**src/source/char_pkg.sv**
```systemverilog
// shared definitions for the player character
// field geometry, physics constants, coordinate / state / facing types
// jump factor and launch speed helpers
package char_pkg;

    //------------------------------------------------------------
    // types
    //------------------------------------------------------------
    typedef logic signed [16:0] phy_t;      // coordinate, velocity, position
    typedef logic signed [1:0]  face_t;     // +1 left, -1 right
    typedef logic [15:0]        charge_t;   // jump charge count

    typedef enum logic [2:0] {
        IDLE       = 3'd0,
        WALK_LEFT  = 3'd1,
        WALK_RIGHT = 3'd2,
        CHARGE     = 3'd3,
        JUMP       = 3'd4,
        BOUNCE     = 3'd5
    } move_state_t;

    localparam face_t FACE_LEFT  = 2'sb01;
    localparam face_t FACE_RIGHT = 2'sb11;

    //------------------------------------------------------------
    // field geometry
    //------------------------------------------------------------
    localparam int   SMOOTH_FACTOR = 9;     // fraction bits of a velocity
    localparam phy_t MIN_POS_X     = 17'sd160;
    localparam phy_t MAX_POS_X     = 17'sd518;
    localparam phy_t FLOOR_Y       = 17'sd20;

    //------------------------------------------------------------
    // physics
    //------------------------------------------------------------
    localparam phy_t WALK_STEP  = 17'sd3;
    localparam phy_t GRAVITY    = -17'sd512;    // per airborne step
    localparam phy_t MAX_VEL    = 17'sd29696;
    localparam phy_t JUMP_VEL_X = 17'sd1024;
    localparam phy_t JUMP_VEL_Y = 17'sd3072;

    localparam charge_t CHARGE_START = 16'd1;
    localparam charge_t CHARGE_STEP  = 16'd10;
    localparam charge_t MAX_CHARGE   = 16'd500;  // forces the jump

    // charge scaled up into velocity units
    function automatic phy_t jump_factor(input charge_t charge);
        phy_t cnt;
        cnt = phy_t'({1'b0, charge});
        return cnt << 3;
    endfunction

    // unsigned horizontal launch speed, base plus 3/8 of the factor
    function automatic phy_t launch_vel_x(input charge_t charge);
        phy_t jf;
        jf = jump_factor(charge);
        return JUMP_VEL_X + (jf >>> 2) + (jf >>> 3);
    endfunction

endpackage

```
**src/source/input_sync.sv**
```systemverilog
// button and step strobe registers
// jump press edge detect
`timescale 1ns/1ps

module input_sync (
    input  logic sys_clk,
    input  logic sys_rst_n,
    input  logic step,
    input  logic left_btn,
    input  logic right_btn,
    input  logic jump_btn,
    output logic step_d,
    output logic left_held,
    output logic right_held,
    output logic jump_held,
    output logic jump_press
);

    // one register stage on every input
    always_ff @(posedge sys_clk or negedge sys_rst_n) begin
        if (!sys_rst_n) begin
            step_d     <= 1'b0;
            left_held  <= 1'b0;
            right_held <= 1'b0;
            jump_held  <= 1'b0;
        end else begin
            step_d     <= step;
            left_held  <= left_btn;
            right_held <= right_btn;
            jump_held  <= jump_btn;
        end
    end

    // rising edge, raw level high while the registered copy is still low
    assign jump_press = jump_btn & ~jump_held;

endmodule

```
**src/source/move_fsm.sv**
```systemverilog
// movement state machine
// jump armed flag, charge counter and facing register
`timescale 1ns/1ps

module move_fsm (
    input  logic                 sys_clk,
    input  logic                 sys_rst_n,
    input  logic                 step_d,
    input  logic                 left_held,
    input  logic                 right_held,
    input  logic                 jump_held,
    input  logic                 jump_press,
    input  logic                 on_ground,
    input  logic                 side_hit,
    output char_pkg::move_state_t state,
    output char_pkg::face_t      face,
    output char_pkg::charge_t    charge
);

    char_pkg::move_state_t next_state;
    logic                  jump_armed;
    logic                  charge_full;
    logic                  enter_bounce;

    assign charge_full  = (charge >= char_pkg::MAX_CHARGE);
    assign enter_bounce = side_hit && (state != char_pkg::BOUNCE);

    //------------------------------------------------------------
    // next state
    //------------------------------------------------------------
    always_comb begin
        next_state = char_pkg::IDLE;
        if (enter_bounce) begin
            next_state = char_pkg::BOUNCE;      // wall hit in the air
        end else begin
            case (state)
                char_pkg::IDLE, char_pkg::WALK_LEFT, char_pkg::WALK_RIGHT: begin
                    if (!on_ground) begin
                        next_state = char_pkg::IDLE;
                    end else if (left_held) begin
                        next_state = char_pkg::WALK_LEFT;
                    end else if (right_held) begin
                        next_state = char_pkg::WALK_RIGHT;
                    end else if (jump_armed) begin
                        next_state = char_pkg::CHARGE;
                    end else begin
                        next_state = char_pkg::IDLE;
                    end
                end
                char_pkg::CHARGE: begin
                    if (!jump_held || charge_full) begin
                        next_state = char_pkg::JUMP;   // release or full charge
                    end else begin
                        next_state = char_pkg::CHARGE;
                    end
                end
                default: begin
                    next_state = char_pkg::IDLE;    // JUMP and BOUNCE last one step
                end
            endcase
        end
    end

    always_ff @(posedge sys_clk or negedge sys_rst_n) begin
        if (!sys_rst_n) begin
            state <= char_pkg::IDLE;
        end else if (step_d) begin
            state <= next_state;
        end
    end

    //------------------------------------------------------------
    // jump arming, follows the press edge on every clock
    //------------------------------------------------------------
    always_ff @(posedge sys_clk or negedge sys_rst_n) begin
        if (!sys_rst_n) begin
            jump_armed <= 1'b0;
        end else if (jump_press && on_ground) begin
            jump_armed <= 1'b1;
        end else if (state == char_pkg::JUMP) begin
            jump_armed <= 1'b0;
        end
    end

    // charge counter
    always_ff @(posedge sys_clk or negedge sys_rst_n) begin
        if (!sys_rst_n) begin
            charge <= char_pkg::CHARGE_START;
        end else if (step_d) begin
            if (state == char_pkg::CHARGE) begin
                charge <= charge + char_pkg::CHARGE_STEP;
            end else if (state == char_pkg::JUMP) begin
                charge <= char_pkg::CHARGE_START;   // ready for the next jump
            end
        end
    end

    // facing
    always_ff @(posedge sys_clk or negedge sys_rst_n) begin
        if (!sys_rst_n) begin
            face <= char_pkg::FACE_LEFT;
        end else if (step_d) begin
            if (enter_bounce) begin
                face <= -face;                      // turn around off the wall
            end else if (state == char_pkg::WALK_LEFT) begin
                face <= char_pkg::FACE_LEFT;
            end else if (state == char_pkg::WALK_RIGHT) begin
                face <= char_pkg::FACE_RIGHT;
            end
        end
    end

endmodule

```
**src/source/motion_integrator.sv**
```systemverilog
// velocity and position integration for one game step
// gravity, jump launch, bounce damping, speed limit, wall and floor clamp
`timescale 1ns/1ps

module motion_integrator #(
    parameter int INIT_POS_X = 328,
    parameter int INIT_POS_Y = 20
) (
    input  logic                  sys_clk,
    input  logic                  sys_rst_n,
    input  logic                  step_d,
    input  char_pkg::move_state_t state,
    input  char_pkg::face_t       face,
    input  char_pkg::charge_t     charge,
    input  logic                  on_ground,
    output char_pkg::phy_t        pos_x,
    output char_pkg::phy_t        pos_y,
    output char_pkg::phy_t        vel_x,
    output char_pkg::phy_t        vel_y
);

    char_pkg::phy_t vel_inc;
    char_pkg::phy_t launch_x;
    char_pkg::phy_t vel_x_raw, vel_y_raw;
    char_pkg::phy_t vel_x_sat, vel_y_sat;
    char_pkg::phy_t walk_dx;
    char_pkg::phy_t pos_x_sum, pos_y_sum;
    char_pkg::phy_t pos_x_nxt, pos_y_nxt;
    char_pkg::phy_t vel_x_nxt, vel_y_nxt;

    function automatic char_pkg::phy_t sat_vel(input char_pkg::phy_t v);
        if (v > char_pkg::MAX_VEL) begin
            return char_pkg::MAX_VEL;
        end else if (v < -char_pkg::MAX_VEL) begin
            return -char_pkg::MAX_VEL;
        end
        return v;
    endfunction

    //------------------------------------------------------------
    // velocity
    //------------------------------------------------------------
    always_comb begin
        vel_inc  = (!on_ground && state != char_pkg::JUMP) ? char_pkg::GRAVITY : '0;
        launch_x = char_pkg::launch_vel_x(charge);

        case (state)
            char_pkg::JUMP: begin
                vel_x_raw = face[1] ? -launch_x : launch_x;   // toward the facing
                vel_y_raw = char_pkg::JUMP_VEL_Y + char_pkg::jump_factor(charge);
            end
            char_pkg::BOUNCE: begin
                // reflect, ends near -3/4 of the old speed
                vel_x_raw = vel_x - (vel_x + (vel_x >>> 1) + (vel_x >>> 2));
                vel_y_raw = vel_y + vel_inc;
            end
            default: begin
                vel_x_raw = vel_x;
                vel_y_raw = vel_y + vel_inc;
            end
        endcase

        vel_x_sat = sat_vel(vel_x_raw);
        vel_y_sat = sat_vel(vel_y_raw);
    end

    //------------------------------------------------------------
    // position and clamping
    //------------------------------------------------------------
    always_comb begin
        case (state)
            char_pkg::WALK_LEFT:  walk_dx = char_pkg::WALK_STEP;
            char_pkg::WALK_RIGHT: walk_dx = -char_pkg::WALK_STEP;
            default:              walk_dx = '0;
        endcase

        pos_x_sum = pos_x + walk_dx + (vel_x_sat >>> char_pkg::SMOOTH_FACTOR);
        pos_y_sum = pos_y + (vel_y_sat >>> char_pkg::SMOOTH_FACTOR);

        if (pos_x_sum < char_pkg::MIN_POS_X) begin
            pos_x_nxt = char_pkg::MIN_POS_X;
        end else if (pos_x_sum > char_pkg::MAX_POS_X) begin
            pos_x_nxt = char_pkg::MAX_POS_X;
        end else begin
            pos_x_nxt = pos_x_sum;
        end

        // landing stops all motion
        if (pos_y_sum < char_pkg::FLOOR_Y) begin
            pos_y_nxt = char_pkg::FLOOR_Y;
            vel_x_nxt = '0;
            vel_y_nxt = '0;
        end else begin
            pos_y_nxt = pos_y_sum;
            vel_x_nxt = vel_x_sat;
            vel_y_nxt = vel_y_sat;
        end
    end

    always_ff @(posedge sys_clk or negedge sys_rst_n) begin
        if (!sys_rst_n) begin
            pos_x <= char_pkg::phy_t'(INIT_POS_X);
            pos_y <= char_pkg::phy_t'(INIT_POS_Y);
            vel_x <= '0;
            vel_y <= '0;
        end else if (step_d) begin
            pos_x <= pos_x_nxt;
            pos_y <= pos_y_nxt;
            vel_x <= vel_x_nxt;
            vel_y <= vel_y_nxt;
        end
    end

endmodule

```
**src/source/contact_detect.sv**
```systemverilog
// floor and side wall contact flags
`timescale 1ns/1ps

module contact_detect (
    input  logic           sys_clk,
    input  logic           sys_rst_n,
    input  char_pkg::phy_t pos_x,
    input  char_pkg::phy_t pos_y,
    output logic           on_ground,
    output logic           side_hit
);

    logic at_floor;
    logic at_side;
    logic airborne;

    assign at_floor = (pos_y == char_pkg::FLOOR_Y);
    assign airborne = (pos_y > char_pkg::FLOOR_Y);

    // x is clamped, so either limit means a wall
    assign at_side = (pos_x <= char_pkg::MIN_POS_X) || (pos_x >= char_pkg::MAX_POS_X);

    always_ff @(posedge sys_clk or negedge sys_rst_n) begin
        if (!sys_rst_n) begin
            on_ground <= 1'b0;
            side_hit  <= 1'b0;
        end else begin
            on_ground <= at_floor;
            side_hit  <= at_side && airborne;   // walking into a wall is no hit
        end
    end

endmodule

```
**src/source/char_top.sv**
```systemverilog
// player character top level
// input registers, movement FSM, integrator and contact detection
`timescale 1ns/1ps

module char_top #(
    parameter int INIT_POS_X = 328,
    parameter int INIT_POS_Y = 20
) (
    input  logic                  sys_clk,
    input  logic                  sys_rst_n,
    input  logic                  step,
    input  logic                  left_btn,
    input  logic                  right_btn,
    input  logic                  jump_btn,
    output char_pkg::phy_t        pos_x,
    output char_pkg::phy_t        pos_y,
    output char_pkg::phy_t        vel_x,
    output char_pkg::phy_t        vel_y,
    output char_pkg::move_state_t state,
    output char_pkg::face_t       face,
    output logic                  on_ground
);

    logic              step_d;
    logic              left_held;
    logic              right_held;
    logic              jump_held;
    logic              jump_press;
    logic              side_hit;
    char_pkg::charge_t charge;

    input_sync input_sync_i (
        .sys_clk    (sys_clk),
        .sys_rst_n  (sys_rst_n),
        .step       (step),
        .left_btn   (left_btn),
        .right_btn  (right_btn),
        .jump_btn   (jump_btn),
        .step_d     (step_d),
        .left_held  (left_held),
        .right_held (right_held),
        .jump_held  (jump_held),
        .jump_press (jump_press)
    );

    move_fsm move_fsm_i (
        .sys_clk    (sys_clk),
        .sys_rst_n  (sys_rst_n),
        .step_d     (step_d),
        .left_held  (left_held),
        .right_held (right_held),
        .jump_held  (jump_held),
        .jump_press (jump_press),
        .on_ground  (on_ground),
        .side_hit   (side_hit),
        .state      (state),
        .face       (face),
        .charge     (charge)
    );

    motion_integrator #(
        .INIT_POS_X (INIT_POS_X),
        .INIT_POS_Y (INIT_POS_Y)
    ) motion_integrator_i (
        .sys_clk    (sys_clk),
        .sys_rst_n  (sys_rst_n),
        .step_d     (step_d),
        .state      (state),
        .face       (face),
        .charge     (charge),
        .on_ground  (on_ground),
        .pos_x      (pos_x),
        .pos_y      (pos_y),
        .vel_x      (vel_x),
        .vel_y      (vel_y)
    );

    contact_detect contact_detect_i (
        .sys_clk    (sys_clk),
        .sys_rst_n  (sys_rst_n),
        .pos_x      (pos_x),
        .pos_y      (pos_y),
        .on_ground  (on_ground),
        .side_hit   (side_hit)
    );

endmodule

```
**config.mk**
```make
export PLATFORM = sky130hd
export DESIGN_NAME = char_top
export DESIGN_NICKNAME = d
export VERILOG_FILES = /design/src/source/char_pkg.sv /design/src/source/input_sync.sv /design/src/source/move_fsm.sv /design/src/source/motion_integrator.sv /design/src/source/contact_detect.sv /design/src/source/char_top.sv
export SDC_FILE = /design/constraint.sdc
export NUM_CORES = 1
export LEC_CHECK = 0
export ABC_AREA = 1
export BUFFER_PORTS_ARGS = -buffer_cell sky130_fd_sc_hd__buf_4
export CAP_MARGIN = 20
export CELL_PAD_IN_SITES_DETAIL_PLACEMENT = 2
export CELL_PAD_IN_SITES_GLOBAL_PLACEMENT = 2
export CORE_MARGIN = 2
export CORE_UTILIZATION = 35
export CTS_CLUSTER_SIZE = 28
export DETAILED_ROUTE_END_ITERATION = 8
export PLACE_DENSITY_LB_ADDON = 0.1
export SETUP_SLACK_MARGIN = 0.3
export SYNTH_ARGS = -nofsm -noshare
export SYNTH_HDL_FRONTEND = slang
export SYNTH_HIERARCHICAL = 1
export SYNTH_SLANG_ARGS = --single-unit
```
**constraint.sdc**
```tcl
create_clock -name sys_clk -period 8.8 [get_ports sys_clk]
set_clock_uncertainty 0.15 [all_clocks]
set_input_delay 0.88 -clock sys_clk [delete_from_list [all_inputs] [get_ports sys_clk]]
set_output_delay 0.88 -clock sys_clk [all_outputs]
set_load 0.1 [all_outputs]
```
Yosys cells after proc, flatten, opt, wreduce, memory -nomap -nowiden. Index checks and enable logic that the tools add are counted.

Add/subtract/negate cells: 13. Magnitude comparators: 11. Equal/unequal tests: 8. Muxes and demuxes: 34. Bitwise logic cells: 2. Reduce and logical (&&, ||, !) cells: 15.

Operators by type and width (count): $mux W17 (14); $pmux W17 S2 (2); $add A17 B17 Y17 (2); $add A17 B8 Y17 (2); $gt A17 B16 Y1 const B (2); $lt A17 B16 Y1 const B (2); $mux W16 (2); $add A13 B17 Y17 const A (1); $add A16 B14 Y17 (1); $add A17 B15 Y17 (1); $add A17 B16 Y17 (1); $eq A17 B6 Y1 const B (1); $ge A17 B11 Y1 const B (1); $gt A17 B11 Y1 const B (1); $gt A17 B6 Y1 const B (1); $le A17 B9 Y1 const B (1); $lt A17 B6 Y1 const B (1); $lt A17 B9 Y1 const B (1); $neg A17 Y17 (1); $sub A17 B17 Y17 (1); $add A12 B15 Y16 const A (1); $add A16 B4 Y16 const B (1); $ge A16 B9 Y1 const B (1); $mux W3 (5); other kinds (18) (36).

Flip-flop bits (word level): 96. Input port bits: 6. Output and inout port bits: 74.

Logic depth before layout (Yosys ltp).
Depth after elaboration: 13. Gate-level depth with buffers: 47. Depth with buffers taken out: 47.

By module. Netlist, hierarchy kept.

Modules (own cells, without submodules): motion_integrator (instances 1, cells each 1339, area an instance 9191.3 sq um, sequential area each 1707.9 sq um); move_fsm (instances 1, cells each 192, area an instance 1340.0 sq um, sequential area each 553.0 sq um); contact_detect (instances 1, cells each 70, area an instance 354.1 sq um, sequential area each 50.0 sq um); input_sync (instances 1, cells each 6, area an instance 110.1 sq um, sequential area each 100.1 sq um).

Least setup slack after synthesis. No wires, ideal clock.

Kind: reg2reg. Start point: register move_fsm_i.state[1]. End point: register motion_integrator_i.vel_y[1]. Library setup time: 101 ps. Arrival time: 6663 ps. Path slack: 1887 ps. Cell stages (with the launch flop): 40. Buffers on the path: 1. Period minus slack after synthesis: 6913 ps. Cells stage by stage: dfrtp_1 -> inv_1 -> nand2_2 -> nor2_4 -> nor2_1 -> ha_1 -> nand3_1 -> nand3_1 -> nand2_1 -> nand2_1 -> a21oi_1 -> or2_2 -> nand2_1 -> nand2_1 -> a21o_1 -> nand3_1 -> nand2_1 -> inv_1 -> [4 not listed] -> inv_1 -> fa_1 -> inv_1 -> nand3_1 -> nand3_1 -> a21oi_1 -> o21ai_0 -> a21oi_1 -> o21ai_0 -> xnor2_1 -> and3_1 -> nand3_1 -> nor2_1 -> ha_1 -> nor2_1 -> inv_1 -> clkbuf_1 -> o32ai_1.

Longest elaborated chain between the ends: 12. Elaborated cells between the ends (all ways): 15. Classes of those cells: add/sub: 2; order compare: 3; eq/ne: 2; mux: 7; reduce/logical: 1.

RTL lines: start: declaration (RTL line move_fsm.sv:15) `output char_pkg::move_state_t state,`; start signal: assignment (RTL line move_fsm.sv:66) `state <= char_pkg::IDLE;`; start signal: assignment (RTL line move_fsm.sv:68) `state <= next_state;`; $ne A3 B3 Y1 (RTL line motion_integrator.sv:44) `vel_inc = (!on_ground && state != char_pkg::JUMP) ? char_pkg::GRAVITY : '0;`; $logic_and A1 B1 Y1 (RTL line motion_integrator.sv:44); $mux W17 (RTL line motion_integrator.sv:44); $add A17 B17 Y17 (RTL line motion_integrator.sv:55, motion_integrator.sv:59); $mux W17 *; $lt A17 B16 Y1 (RTL line motion_integrator.sv:34) `end else if (v < -char_pkg::MAX_VEL) begin`; $mux W1 (RTL line motion_integrator.sv:34); $mux W1 (RTL line motion_integrator.sv:32) `if (v > char_pkg::MAX_VEL) begin`; $mux W17 * (RTL line motion_integrator.sv:37) `return v;`; $add A17 B8 Y17 (RTL line motion_integrator.sv:78) `pos_y_sum = pos_y + (vel_y_sat >>> char_pkg::SMOOTH_FACTOR);`; $lt A17 B6 Y1 (RTL line motion_integrator.sv:89) `if (pos_y_sum < char_pkg::FLOOR_Y) begin`; $mux W17 * (RTL line motion_integrator.sv:89); end signal: assignment (RTL line motion_integrator.sv:110) `vel_y <= vel_y_nxt;`; end: declaration (RTL line motion_integrator.sv:19) `output char_pkg::phy_t vel_y`.

Mark *: on every way between the ends. The rest lies on a longest branch, timed or not. A chain may end at the register's enable or synchronous reset.

Final worst setup path.
Start point: register move_fsm_i.state[2]. End point: register motion_integrator_i.vel_y[7].

Same word-level chain as after synthesis.

==> results.txt <==
ant diodes: 0
CP Launch Type: flop
DR vias/cell: 5.27
Final Hold Vio Count: 0
port bufs: 79
Critical Path Start: move_fsm_i/state[2]
Adder-Cell Fraction of Synth Area: 17.6%
CTS tree: built
Synth area leaders: dfrtp_1 (20%), nand2_1 (13%), ha_1 (11%)
Layout area overhead: 12.0%
post-synth top area share: 20.3%
IO Pins: 80
Die Y: 181 um
via count: 11000
top cells by count, synth: nand2_1 (373), inv_1 (253), nor2_1 (142)
vias in the first global route: 12000
Worst R2R Setup Slack: 1.08 ns
Core ar.: 0.0307 sq mm
top_reg_cell synth: dfrtp_1
largest net degree at the start of global routing: 50
die area: 0.0328 sq mm
Slew Limit Fails: 0
status: completed
maximum buffer depth of the clock tree: 2
max incr delay on CP: 0.56 ns
Slew headroom: 34.8%
Post-Synthesis Cells: 1607
initial antenna violation count: 0
post-layout min period: 7.72 ns
first-pass GRT wire length: 64.6 mm
number of enable flip-flop cells after synthesis: 0
row cnt: 64
routed len/inst: 18.9 um
Setup crit end kind: flop
DRC Markers: 0
register clock-pin slew on the reported worst setup and hold paths: 0.08 ns
CTS sink cnt: 96
Ys Warns: 6
gr usage total: 24.4%
multiplexer share of the synthesized area: 0%
fin crit share: 87.7%
ys async rst share: 100%
remaining global-route overflow: 0
Clk Latency, worst-skew pair: 0.37 ns
crit path max fanout: 24
fraction of synthesized cell area in xor and xnor cells: 5.18%
Initial Util: 35.8%
compound-cell area share of the yosys netlist: 13.2%
hold_buf cts: 0
drt first pass iters: 7
Mapped Area: 0.0110 sq mm
Setup violations, final: 0
CTS buffer count: 9
Detailed Route WL: 39.4 mm
post-synth cell types: 61
H-Tree Depth: 3
Post-DP HPWL: 31.9 mm
Worst Path Arrival: 7.84 ns
CP Capture Point: motion_integrator_i/vel_y[7]
filler instances: 3832
Fmax: 0.130 GHz
Min-Delay Path Class: reg -> reg
TNS Setup: 0 ns
largest family of logic cells by synthesized area: simple AND/OR/NAND/NOR gates
path type of the worst setup path: reg -> reg
Synth area leader: dfrtp_1
measured slew at the worst slew-check pin: 0.978 ns
die width: 181 um
sequential area share after synthesis: 21.9%
CTS Root Cell: clkbuf_16
Nets: 1818
Syn Area/Cell: 6.84 sq um
cell with the most instances after synthesis: nand2_1
RR Endpoint: motion_integrator_i/vel_y[7]
CP max-delay cell: dfrtp_1
Maximum Capacitance Violations: 0
RSZ-0062 raised after global routing: no
routability-driven placement congestion ratio: 0.855
Detail Route Antenna Nets: 0
Iter 0 DRT Violations: 453
Reg-to-Reg Start: move_fsm_i/state[2]
Simple-Gate Fraction of Synth Area: 31.5%
Seq cells post-synth: 96
layout cell share with drive strength beyond 1: 12.1%
Syn Nets: 1747
Critical Path RT: 8.92 ns
Worst R2R Path Depth: 35
-- worst min-delay path by stage --
stage | slack [ns] | from | endpoint | cells past startpoint
5_1_grt | 0.38 | move_fsm_i/face[0] | move_fsm_i/face[0] | 2
3_5_place_dp | 0.35 | move_fsm_i/face[0] | move_fsm_i/face[0] | 2
6_report | 0.36 | move_fsm_i/face[0] | move_fsm_i/face[0] | 2
3_3_place_gp | 0.33 | move_fsm_i/face[0] | move_fsm_i/face[0] | 2
4_1_cts | 0.37 | move_fsm_i/face[0] | move_fsm_i/face[0] | 2
2_1_floorplan | 0.34 | move_fsm_i/jump_armed | move_fsm_i/jump_armed | 1
-- cells in the final DEF (no fill, tap or decap), drive strengths merged, types with 4 or more instances in the layout --
cell type	count
nand2	404
inv	266
nor2	159
nand3	124
o21ai	108
a21oi	104
ha	99
dfrtp	89
buf	86
xor2	42
fa	35
nand4	29
xnor2	23
nor3	19
clkbuf	9
nand3b	9
a21o	9
or2	8
dfstp	7
clkinv	7
o31ai	6
o211ai	6
o32ai	5
a31oi	4
nor4	4
-- logic make-up (layout without fill, tap and decap cells) --
kind of cell	after synthesis	count (layout)
compound gates	257	257
xor+xnor	65	65
buf+inv	296	372
simple gates	759	759
fa+ha+maj	134	134
flops	96	96
-- per-stage QoR --
step	util [%]	cell area (sq um)	hold WS [ns]	setup slack [ns]	std cells
finish	40.1	12300	0.359	1.08	2079
global placement	38.9	12000	0.334	1.20	2060
CTS	39.9	12300	0.369	0.741	2076
floorplan	-	11000	0.339	1.89	1607
detailed placement	38.9	12000	0.354	0.756	2060
global route	40.1	12300	0.380	0.292	2079
-- sequential cells by signal, summed over array words and instances, names as in the netlist --
name	flops
input_sync_i/step_d	1
contact_detect_i/on_ground	1
motion_integrator_i/vel_x	17
move_fsm_i/state	3
input_sync_i/left_held	1
move_fsm_i/jump_armed	1
input_sync_i/jump_held	1
motion_integrator_i/vel_y	17
move_fsm_i/face	2
input_sync_i/right_held	1
motion_integrator_i/pos_x	17
motion_integrator_i/pos_y	17
move_fsm_i/charge	16
contact_detect_i/side_hit	1
-- final cells by class --
type	instances	area (sq um)	area share, %
flip-flops and latches	96	2410	19.6
repair buffers	86	646	5.24
inverters	269	1020	8.26
multi-input cells	1215	7430	60.3
clock buffers	9	225	1.83
well taps	396	495	4.02
clock inverters	7	83.8	0.681
repair inverters	1	7.51	0.0610
-- worst max-delay path: cells and delay by family (launching register included) --
kind | cells | cell delay [ns]
AO/OA/AOI/OAI | 14 | 2.83
AND/OR/NAND/NOR | 11 | 1.66
adder cells (fa/ha/maj) | 4 | 1.32
buffers and inverters | 5 | 0.84
flip-flops | 1 | 0.56
XOR/XNOR | 1 | 0.24
-- per-layer routing --
metal  global-route usage, %  vias to the layer above  wire (um)
met5                       0                        -          0
met4                    5.56                        0        606
met3                    2.26                       33        866
met2                    43.1                      111      19400
met1                    32.2                     5489      18500
li1                        -                     5324          -
-- repair_timing --
item / 4_1_cts / 5_1_grt
buffers inserted: 0 / 2
resized for setup: 0 / 5
hold endpoints to repair: 0 / 0
endpoints found under the setup margin: 0 / 34
Power is left out: the tool's default activity adds up to more than one toggle a clock period on the data nets, which glitch-free logic cannot reach.
